### config.mk
export PLATFORM = sky130hd
export DESIGN_NAME = div_operand_prep_flat
export DESIGN_NICKNAME = d
export VERILOG_FILES = /design/src/hdl/div_pkg.sv /design/src/hdl/div_stage_if.sv /design/src/hdl/div_operand_prep.sv /design/src/flat_wrapper.sv
export SDC_FILE = /design/constraint.sdc
export NUM_CORES = 1
export LEC_CHECK = 0
export BUFFER_PORTS_ARGS = -buffer_cell sky130_fd_sc_hd__buf_2
export CAP_MARGIN = 20
export CORE_AREA = 5 5 182 184
export CTS_CLUSTER_SIZE = 8
export DETAILED_ROUTE_END_ITERATION = 8
export DIE_AREA = 0 0 187 189
export PLACE_DENSITY = 0.85
export SYNTH_ARGS = -nofsm -noshare
export SYNTH_HDL_FRONTEND = slang
export SYNTH_SLANG_ARGS = --single-unit
export TNS_END_PERCENT = 30
### constraint.sdc
create_clock -name clk -period 2.6 [get_ports clk]
set_clock_uncertainty 0.2 [all_clocks]
set_input_delay 0.39 -clock clk [delete_from_list [all_inputs] [get_ports clk]]
set_output_delay 0.39 -clock clk [all_outputs]
set_load 0.01 [all_outputs]
### src/hdl/div_pkg.sv
package div_pkg;

    // Operand, result and tag widths
    parameter int XLEN   = 64;
    parameter int TAG_W  = 5;

    // Low half used by the word forms
    parameter int WORD_W = 32;

    // Quotient bits resolved per pipeline stage, must divide XLEN
    parameter int BITS_PER_STAGE = 4;
    parameter int NUM_STAGES     = XLEN / BITS_PER_STAGE;

    typedef enum logic [1:0] {
        OP_DIV  = 2'd0,
        OP_DIVU = 2'd1,
        OP_REM  = 2'd2,
        OP_REMU = 2'd3
    } div_op_e;

endpackage

### src/hdl/div_stage_if.sv
interface div_stage_if import div_pkg::*; #(
    parameter int XLEN_P = XLEN
) ();

    logic              valid;
    logic [TAG_W-1:0]  tag;
    div_op_e           op;
    logic              word;
    logic              neg_quo;
    logic              neg_rem;
    logic              div_zero;
    logic [XLEN_P-1:0] orig_dividend;
    logic [XLEN_P-1:0] divisor;
    logic [XLEN_P-1:0] rem;
    // Low bits still hold dividend bits not yet consumed
    logic [XLEN_P-1:0] quo;

    modport sender (
        output valid, tag, op, word, neg_quo, neg_rem, div_zero,
        output orig_dividend, divisor, rem, quo
    );

    modport receiver (
        input valid, tag, op, word, neg_quo, neg_rem, div_zero,
        input orig_dividend, divisor, rem, quo
    );

endinterface

### src/hdl/div_operand_prep.sv
module div_operand_prep import div_pkg::*; #(
    parameter int XLEN_P = XLEN
) (
    input  logic              clk,
    input  logic              rst_clk,
    input  logic              flush,
    input  logic              advance,
    input  logic              in_valid,
    input  div_op_e           in_op,
    input  logic              in_word,
    input  logic [TAG_W-1:0]  in_tag,
    input  logic [XLEN_P-1:0] in_dividend,
    input  logic [XLEN_P-1:0] in_divisor,
    div_stage_if.sender       out_slot
);

    logic              acc_valid;
    div_op_e           acc_op;
    logic              acc_word;
    logic [TAG_W-1:0]  acc_tag;
    logic [XLEN_P-1:0] acc_dividend;
    logic [XLEN_P-1:0] acc_divisor;

    logic              is_signed;
    logic [XLEN_P-1:0] ext_dividend;
    logic [XLEN_P-1:0] ext_divisor;
    logic              dividend_neg;
    logic              divisor_neg;

    function automatic logic [XLEN_P-1:0] extend_word(input logic [XLEN_P-1:0] value,
                                                      input logic            sgn);
        logic fill;
        fill = sgn & value[WORD_W-1];
        return {{(XLEN_P-WORD_W){fill}}, value[WORD_W-1:0]};
    endfunction

    // Accepted operation, raw operands
    always_ff @(posedge clk or negedge rst_clk) begin
        if (!rst_clk) begin
            acc_valid <= 1'b0;
        end else if (flush) begin
            acc_valid <= 1'b0;
        end else if (advance) begin
            acc_valid <= in_valid;
        end
    end

    always_ff @(posedge clk) begin
        if (advance) begin
            acc_op       <= in_op;
            acc_word     <= in_word;
            acc_tag      <= in_tag;
            acc_dividend <= in_dividend;
            acc_divisor  <= in_divisor;
        end
    end

    assign is_signed    = (acc_op == OP_DIV) || (acc_op == OP_REM);
    assign ext_dividend = acc_word ? extend_word(acc_dividend, is_signed) : acc_dividend;
    assign ext_divisor  = acc_word ? extend_word(acc_divisor, is_signed) : acc_divisor;
    assign dividend_neg = is_signed & ext_dividend[XLEN_P-1];
    assign divisor_neg  = is_signed & ext_divisor[XLEN_P-1];

    always_ff @(posedge clk or negedge rst_clk) begin
        if (!rst_clk) begin
            out_slot.valid <= 1'b0;
        end else if (flush) begin
            out_slot.valid <= 1'b0;
        end else if (advance) begin
            out_slot.valid <= acc_valid;
        end
    end

    // Magnitudes go down the pipe, signs travel as flags
    always_ff @(posedge clk) begin
        if (advance) begin
            out_slot.tag           <= acc_tag;
            out_slot.op            <= acc_op;
            out_slot.word          <= acc_word;
            out_slot.neg_quo       <= dividend_neg ^ divisor_neg;
            out_slot.neg_rem       <= dividend_neg;
            out_slot.div_zero      <= (ext_divisor == '0);
            out_slot.orig_dividend <= ext_dividend;
            out_slot.divisor       <= divisor_neg ? -ext_divisor : ext_divisor;
            out_slot.rem           <= '0;
            out_slot.quo           <= dividend_neg ? -ext_dividend : ext_dividend;
        end
    end

endmodule

### src/flat_wrapper.sv
// flat-port wrapper written by rule: the top's interface ports become plain ports
module div_operand_prep_flat import div_pkg::*;
#(
    parameter int XLEN_P = XLEN
)
  (clk, rst_clk, flush, advance, in_valid, in_op, in_word, in_tag, in_dividend, in_divisor, out_slot_valid, out_slot_tag, out_slot_op, out_slot_word, out_slot_neg_quo, out_slot_neg_rem, out_slot_div_zero, out_slot_orig_dividend, out_slot_divisor, out_slot_rem, out_slot_quo);
  div_stage_if #(.XLEN_P(XLEN_P)) out_slot_i ();
  input  logic clk;
  input  logic rst_clk;
  input  logic flush;
  input  logic advance;
  input  logic in_valid;
  input  div_op_e in_op;
  input  logic in_word;
  input  logic [TAG_W-1:0] in_tag;
  input  logic [XLEN_P-1:0] in_dividend;
  input  logic [XLEN_P-1:0] in_divisor;
  output wire logic [$bits(out_slot_i.valid)-1:0] out_slot_valid;
  output wire logic [$bits(out_slot_i.tag)-1:0] out_slot_tag;
  output wire logic [$bits(out_slot_i.op)-1:0] out_slot_op;
  output wire logic [$bits(out_slot_i.word)-1:0] out_slot_word;
  output wire logic [$bits(out_slot_i.neg_quo)-1:0] out_slot_neg_quo;
  output wire logic [$bits(out_slot_i.neg_rem)-1:0] out_slot_neg_rem;
  output wire logic [$bits(out_slot_i.div_zero)-1:0] out_slot_div_zero;
  output wire logic [$bits(out_slot_i.orig_dividend)-1:0] out_slot_orig_dividend;
  output wire logic [$bits(out_slot_i.divisor)-1:0] out_slot_divisor;
  output wire logic [$bits(out_slot_i.rem)-1:0] out_slot_rem;
  output wire logic [$bits(out_slot_i.quo)-1:0] out_slot_quo;
  assign out_slot_valid = out_slot_i.valid;
  assign out_slot_tag = out_slot_i.tag;
  assign out_slot_op = out_slot_i.op;
  assign out_slot_word = out_slot_i.word;
  assign out_slot_neg_quo = out_slot_i.neg_quo;
  assign out_slot_neg_rem = out_slot_i.neg_rem;
  assign out_slot_div_zero = out_slot_i.div_zero;
  assign out_slot_orig_dividend = out_slot_i.orig_dividend;
  assign out_slot_divisor = out_slot_i.divisor;
  assign out_slot_rem = out_slot_i.rem;
  assign out_slot_quo = out_slot_i.quo;
  div_operand_prep #(.XLEN_P(XLEN_P)) u_core (.clk(clk), .rst_clk(rst_clk), .flush(flush), .advance(advance), .in_valid(in_valid), .in_op(in_op), .in_word(in_word), .in_tag(in_tag), .in_dividend(in_dividend), .in_divisor(in_divisor), .out_slot(out_slot_i));
endmodule
==> results of run 1 <==
final timing paths:
path / slack [ns] / end / cells after the start / startpoint
setup reg to reg: -0.006 / u_core.out_slot.quo[48] / 7 / u_core.acc_dividend[13]
hold reg to reg: 0.22 / u_core.out_slot.tag[4] / 0 / u_core.acc_tag[4]
setup / recovery: -0.006 / u_core.out_slot.quo[48] / 7 / u_core.acc_dividend[13]
hold / removal: 0.03 / u_core.out_slot.quo[36] / 1 / advance
min in group asynchronous: 0.50 / u_core.acc_valid / 3 / rst_clk
max in group asynchronous: 1.57 / u_core.out_slot.valid / 3 / rst_clk
power breakdown:
| part | switching (µW) | internal, µW | total, µW |
|---|---|---|---|
| clock network | 2290 | 3370 | 5660 |
| registers | 319 | 6710 | 7030 |
| logic | 1220 | 917 | 2140 |
through the flow:
stage / setup TNS, ns / worst slack (ns) / cells / area, µm²
2_1_floorplan: 0 / 0.1392 / 1130 / 15070
3_3_place_gp: -0.08005 / -0.06603 / 1866 / 17510
3_5_place_dp: 0 / 0.02547 / 1866 / 17510
4_1_cts: 0 / 0.006056 / 2079 / 20240
5_1_grt: -0.8599 / -0.09015 / 2088 / 20490
6_report: -0.005904 / -0.005904 / 2088 / 20490
per-layer routing:
metal  vias up  share of wire, %  GRT usage, %
met5         -             0.046             0
met4         4               4.8         11.52
met3       134               8.5         5.420
met2       711                50         43.13
met1      5544                36         30.31
li1       5081                 -             -
logic make-up after synthesis:
family | count (synthesis)
DFF | 340
and+or+nand+nor | 241
AOI/OAI and AO/OA | 223
buffers and inverters | 136
xor gates and xnor gates | 120
muxes | 4
adders and majority gates | 2
other | 1
flip-flops by register name, summed over array words and instances, names as in the netlist:
register	flops
u_core.out_slot.div_zero	1
u_core.acc_op	2
u_core.out_slot.valid	1
u_core.out_slot.neg_rem	1
u_core.out_slot.orig_dividend	63
u_core.out_slot.divisor	64
u_core.out_slot.op	2
u_core.out_slot.tag	5
u_core.acc_dividend	64
u_core.acc_valid	1
u_core.out_slot.word	1
u_core.acc_tag	5
u_core.out_slot.quo	64
u_core.out_slot.neg_quo	1
u_core.acc_divisor	64
u_core.acc_word	1
synthesized netlist by cell type, types with 2 or more instances:
cell and number:
edfxtp_1 338, o41ai_1 3, nor4_4 5, nand2b_1 7, mux2_2 2, nand3b_1 4, dfrtp_1 2, nor2b_1 2
nor3_2 4, a31oi_1 28, a211oi_1 7, nand4_1 14, nand2_1 38, buf_2 3, a21o_1 18, nand4b_1 3
xnor2_1 63, o41ai_2 4, buf_4 67, mux2i_1 2, buf_1 8, o2bb2ai_1 2, xor2_1 57, or4_1 5
nor2_1 80, nand3_1 17, nor4_2 7, o31ai_1 18, o211ai_1 2, nor4_1 18, o21ai_0 39, ha_1 2
a21oi_1 82, a22oi_1 4, nor3_1 25, clkbuf_1 28, a41oi_1 7, or3_1 5, inv_1 28
final cells by class:
class / count / area [µm²]
Timing Repair Buffer: 587 / 4061
Antenna cell: 3 / 7.507
Clock inverter: 4 / 52.55
Fill cell: 2177 / 10740
Clock buffer: 69 / 1280
Inverter: 29 / 108.9
Tap cell: 402 / 503.0
Sequential cell: 340 / 10200
Multi-Input combinational cell: 654 / 4275
timing repair:
item                                   in CTS  in global routing
hold buffers                              140                  0
endpoints found under the hold margin     140                  0
setup endpoints to repair                   0                 88
resized for setup                           0                 32
buffers inserted                            0                  5
==> reports/results.ini, run 1 <==
[yosys]
avgSynthCellArea_um2 = 13.90
synth_xor_area_share_pct = 7.085
synth-adder-area-share_pct = 0.1687
synth.area.top_cells = edfxtp_1 68%, xnor2_1 3.7%, buf_4 3.4%
synth.top_cell.area_share_pct = 68.42
synth_cell_types = 58
synth_seq_cells = 340
yosysSeqAreaShare_pct = 68.76
syn-cell-area_mm2 = 0.01483
synthSimpleGateAreaFrac_pct = 8.949
synth_flop_cell = edfxtp_1
async_flop_share_pct = 0.5882
synth_edf_count = 338
synth_compound_area_share_pct = 9.514
yosys-mux-area-fraction_pct = 0.2868
synth_top_family_by_area = compound AO/OA/AOI/OAI gates
synthCells = 1067
synth_top_area_cell = edfxtp_1
ys.warnings.count = 0

[run]
max_cap_violations = 0

[power]
power_uw = 14820
power.leakage_uw = 0.008280
max-vdd-ir-drop_v = 0.0005270
power_per_cell_area_mw_per_mm2 = 723.5

[worst_setup_path]
crit_chain = or4_4 > or3_4 > nor4_4 > buf_4 > buf_12 > a41oi_1 > xor2_1
crit_required_ns = 2.69
start_kind = register
cpPeakStageDelay_ns = 0.52
critPathKind = register to register
crit_path_end_kind = register
crit_family = simple AND/OR/NAND/NOR gates
crit_arrival_ns = 2.70
crit_slowest_cell = or4_4
critPathBufInv = 2
crit_fanout = 6

[placed_design]
gp_congestion = 0.9412
io_buffers = 344
hpwl_mm = 30.68

[floorplan]
die_h_um = 189
rows = 65
die_w_um = 187
start_util_pct = 47.50
dieArea_mm2 = 0.03534
core_mm2 = 0.03123
io_pins = 409

[route]
drt_iter0_markers = 1232
drcViolationCount = 0
vias = 11470
antenna_left = 0
wire_per_inst_um = 21.98
dr.pass1.iters = 6
viasPerCell = 5.495
drt-total-wl_mm = 45.90

[global_routing]
grt_antenna_before_repair = 5
grt_max_degree = 69
grt_pass1_wl_mm = 69.35
grt_overflow = 0
gr-usage-all-layers_pct = 25.01
first_global_vias = 11910

[cells_and_area]
mostFrequentLayoutCell = buf_2
syn_to_final_growth_pct = 38.12
final_util_pct = 65.61
nNetsFinal = 1803
drive_gt1_share_pct = 32.68
final_cell_mix = 343 x buf_2, 338 x edfxtp_1, 140 x dlygate4sd3_1

[clock_network]
htree_levels = 2
cts_buffers = 48
clk_pin_slew_ns = 0.05
clock-sinks = 340
cts_tree = done
cts.path.max_buffers = 3
root_buffer = clkbuf_16
clk_latency_ns = 0.56

[timing]
hold_viol = 0
fin_crit_ns = 2.606
setup-violations-final = 1
finalMaxSlewViolations = 0
max_freq_mhz = 383.7
slew_headroom_pct = 58.03
rsz0062_at_grt = yes
tightest_slew_ns = 0.6272
fin_crit_sh_pct = 100.2
worst_slack_ns = -0.005904
whs_ns = 0.03220

[outcome]
violations = negative setup slack
outcome = finished with violations

[worst_hold_path]
hp-class = input pin to register

(Power assumes the default switching activity.)
==> run 2, diff against run 1 <==
Settings changed: ABC_AREA set to 0, CORE_AREA 5 5 182 184 to 5 5 155 217, CTS_CLUSTER_DIAMETER set to 30, DIE_AREA 0 0 187 189 to 0 0 160 222, PLACE_DENSITY 0.85 to 0.84.
==> reports/results.ini, run 2 (synthesis gave the netlist of run 1 again) <==
[placed_design]
dpl_cell_area_mm2 = 0.01755  ; +0.24%
gp_congestion = 0.9166  ; -2.6%
io_buffers = 344  ; unchanged
hpwl_mm = 32.54  ; +6.1%

[route]
viasPerCell = 5.663  ; +3.1%
dr.pass1.iters = 6  ; unchanged
wire_per_inst_um = 24.81  ; +13%
drt-total-wl_mm = 52.66  ; +15%
antenna_left = 0  ; unchanged
drt_iter0_markers = 1109  ; -10%
drcViolationCount = 0  ; unchanged
vias = 12020  ; +4.8%

[floorplan]
rows = 77  ; +18%
start_util_pct = 47.38  ; -0.12 points
dieArea_mm2 = 0.03552  ; +0.50%
die_w_um = 160  ; -14%
io_pins = 409  ; unchanged
die_h_um = 222  ; +17%
core_mm2 = 0.03131  ; +0.26%

[global_routing]
grt_max_degree = 64  ; -7.2%
grt_overflow = 0  ; unchanged
first_global_vias = 12650  ; +6.2%
grt_pass1_wl_mm = 76.12  ; +9.8%
grt_antenna_before_repair = 2  ; -3
gr-usage-all-layers_pct = 27.74  ; +2.7 points

[timing]
setup_tns_ns = -0.7003  ; -0.6944 ns
worst_slack_ns = -0.1060  ; -0.1001 ns
setup-violations-final = 13  ; +12
max_freq_mhz = 369.5  ; -3.7%
fin_crit_sh_pct = 104.1  ; +3.9 points
fin_crit_ns = 2.706  ; +0.1001 ns
hold_viol = 0  ; unchanged
slew_headroom_pct = 58.38  ; +0.35 points
finalMaxSlewViolations = 0  ; unchanged
rsz0062_at_grt = yes
tightest_slew_ns = 0.6186  ; -0.008646 ns

[clock_network]
htree_levels = 2  ; unchanged
root_buffer = clkbuf_16
clk_pin_slew_ns = 0.06  ; about the same
cts_tree = done
clock-sinks = 340  ; unchanged
cts_buffers = 61  ; +27%
clk_latency_ns = 0.62  ; +0.06 ns
cts.path.max_buffers = 3  ; unchanged

[run]
max_cap_violations = 0  ; unchanged

[cells_and_area]
nNetsFinal = 1835  ; +1.8%
syn_to_final_growth_pct = 42.47
mostFrequentLayoutCell = buf_2
drive_gt1_share_pct = 34.82  ; +2.1 points
final_cell_mix = 343 x buf_2, 338 x edfxtp_1, 140 x dlygate4sd3_1
fin_area_mm2 = 0.02113  ; +3.2%

[worst_setup_path]
start_kind = register
crit_fanout = 6  ; unchanged
critPathKind = register to register
crit_path_end_kind = register
crit_arrival_ns = 2.83  ; +0.13 ns
crit_required_ns = 2.72  ; +0.03 ns

[power]
netSwitchingFraction_pct = 26.24  ; +0.41 points
combPwrFrac_pct = 13.5  ; -0.9 points
p_int_uw = 12270  ; +12%
clkPwrFrac_pct = 44.1  ; +5.9 points
power_frac_seq_pct = 42.5  ; -4.9 points
max-vdd-ir-drop_v = 0.0006246  ; +19%
power_per_cell_area_mw_per_mm2 = 787.3  ; +8.8%
switching_power_uw = 4367  ; +14%
power.leakage_uw = 0.008659  ; +4.6%

[worst_hold_path]
hp-class = input pin to register

[outcome]
violations = negative setup slack
outcome = finished with violations

run 2: area by class of cell:
cell class                 count  area [µm²]
sequential                   340       10200
fill                        2039       10180
multi-input combinational    654        4290
timing repair buffer         606        4187
clock buffer                  69        1556
tap                          395       494.2
clock inverter                28       292.8
inverter                      29       108.9
antenna                        2       5.005
run 2: worst paths after layout:
kind	start	end	slack [ns]	cells past startpoint
max reg2reg	u_core.acc_dividend[12]	u_core.out_slot.quo[48]	-0.11	7
max in group asynchronous	rst_clk	u_core.out_slot.valid	1.61	3
min	advance	u_core.out_slot.divisor[2]	0.07	1
min in group asynchronous	rst_clk	u_core.acc_valid	0.47	3
min reg2reg	u_core.acc_op[1]	u_core.out_slot.op[1]	0.22	0
max	u_core.acc_dividend[12]	u_core.out_slot.quo[48]	-0.11	7
run 2: repair_timing:
action	CTS	global route
endpoints found under the hold margin	140	0
endpoints found under the setup margin	8	73
pin swaps	0	8
gates resized for setup	3	30
gates cloned	0	1
hold buffers	140	0
setup buffers	0	14
run 2: through the flow:
| step | cells | power [µW] | hold WS, ns | utilization [%] | setup WS [ns] |
|---|---|---|---|---|---|
| 3_3_place_gp | 1869 | 8992 | -0.02419 | 56.05 | -0.01779 |
| 5_1_grt | 2121 | 17140 | 0.08068 | 67.48 | -0.1539 |
| 3_5_place_dp | 1869 | 9039 | -0.02242 | 56.05 | -0.05376 |
| 2_1_floorplan | 1130 | 8050 | -0.1056 | - | 0.1392 |
| 4_1_cts | 2106 | 16460 | 0.08657 | 66.50 | 0.01011 |
| 6_report | 2123 | 16640 | 0.06510 | 67.50 | -0.1060 |
run 2: power by group through the flow:
stage	sequential, µW	clock, µW	combinational [µW]
CTS	7030	7310	2120
finish	7070	7330	2240
global route	7100	7650	2380
detailed placement	7110	0	1930
floorplan	7210	0	838
global placement	7100	0	1890
run 2: routing by layer:
layer | track usage [%] | routed length, µm | up-vias
met2 | 52.17 | 28500 | 906
met1 | 28.33 | 16340 | 5786
met4 | 14.13 | 3003 | 2
met5 | 0 | 7 | -
met3 | 6.546 | 4810 | 175
li1 | - | - | 5154
run 2: worst max-delay path, cell delays in order (launching register included):
cell and delay, ns:
edfxtp_1 0.43, or4_4 0.56, or3_4 0.37, nor4_4 0.24
buf_4 0.21, buf_12 0.13, a41oi_2 0.12, xor2_1 0.16
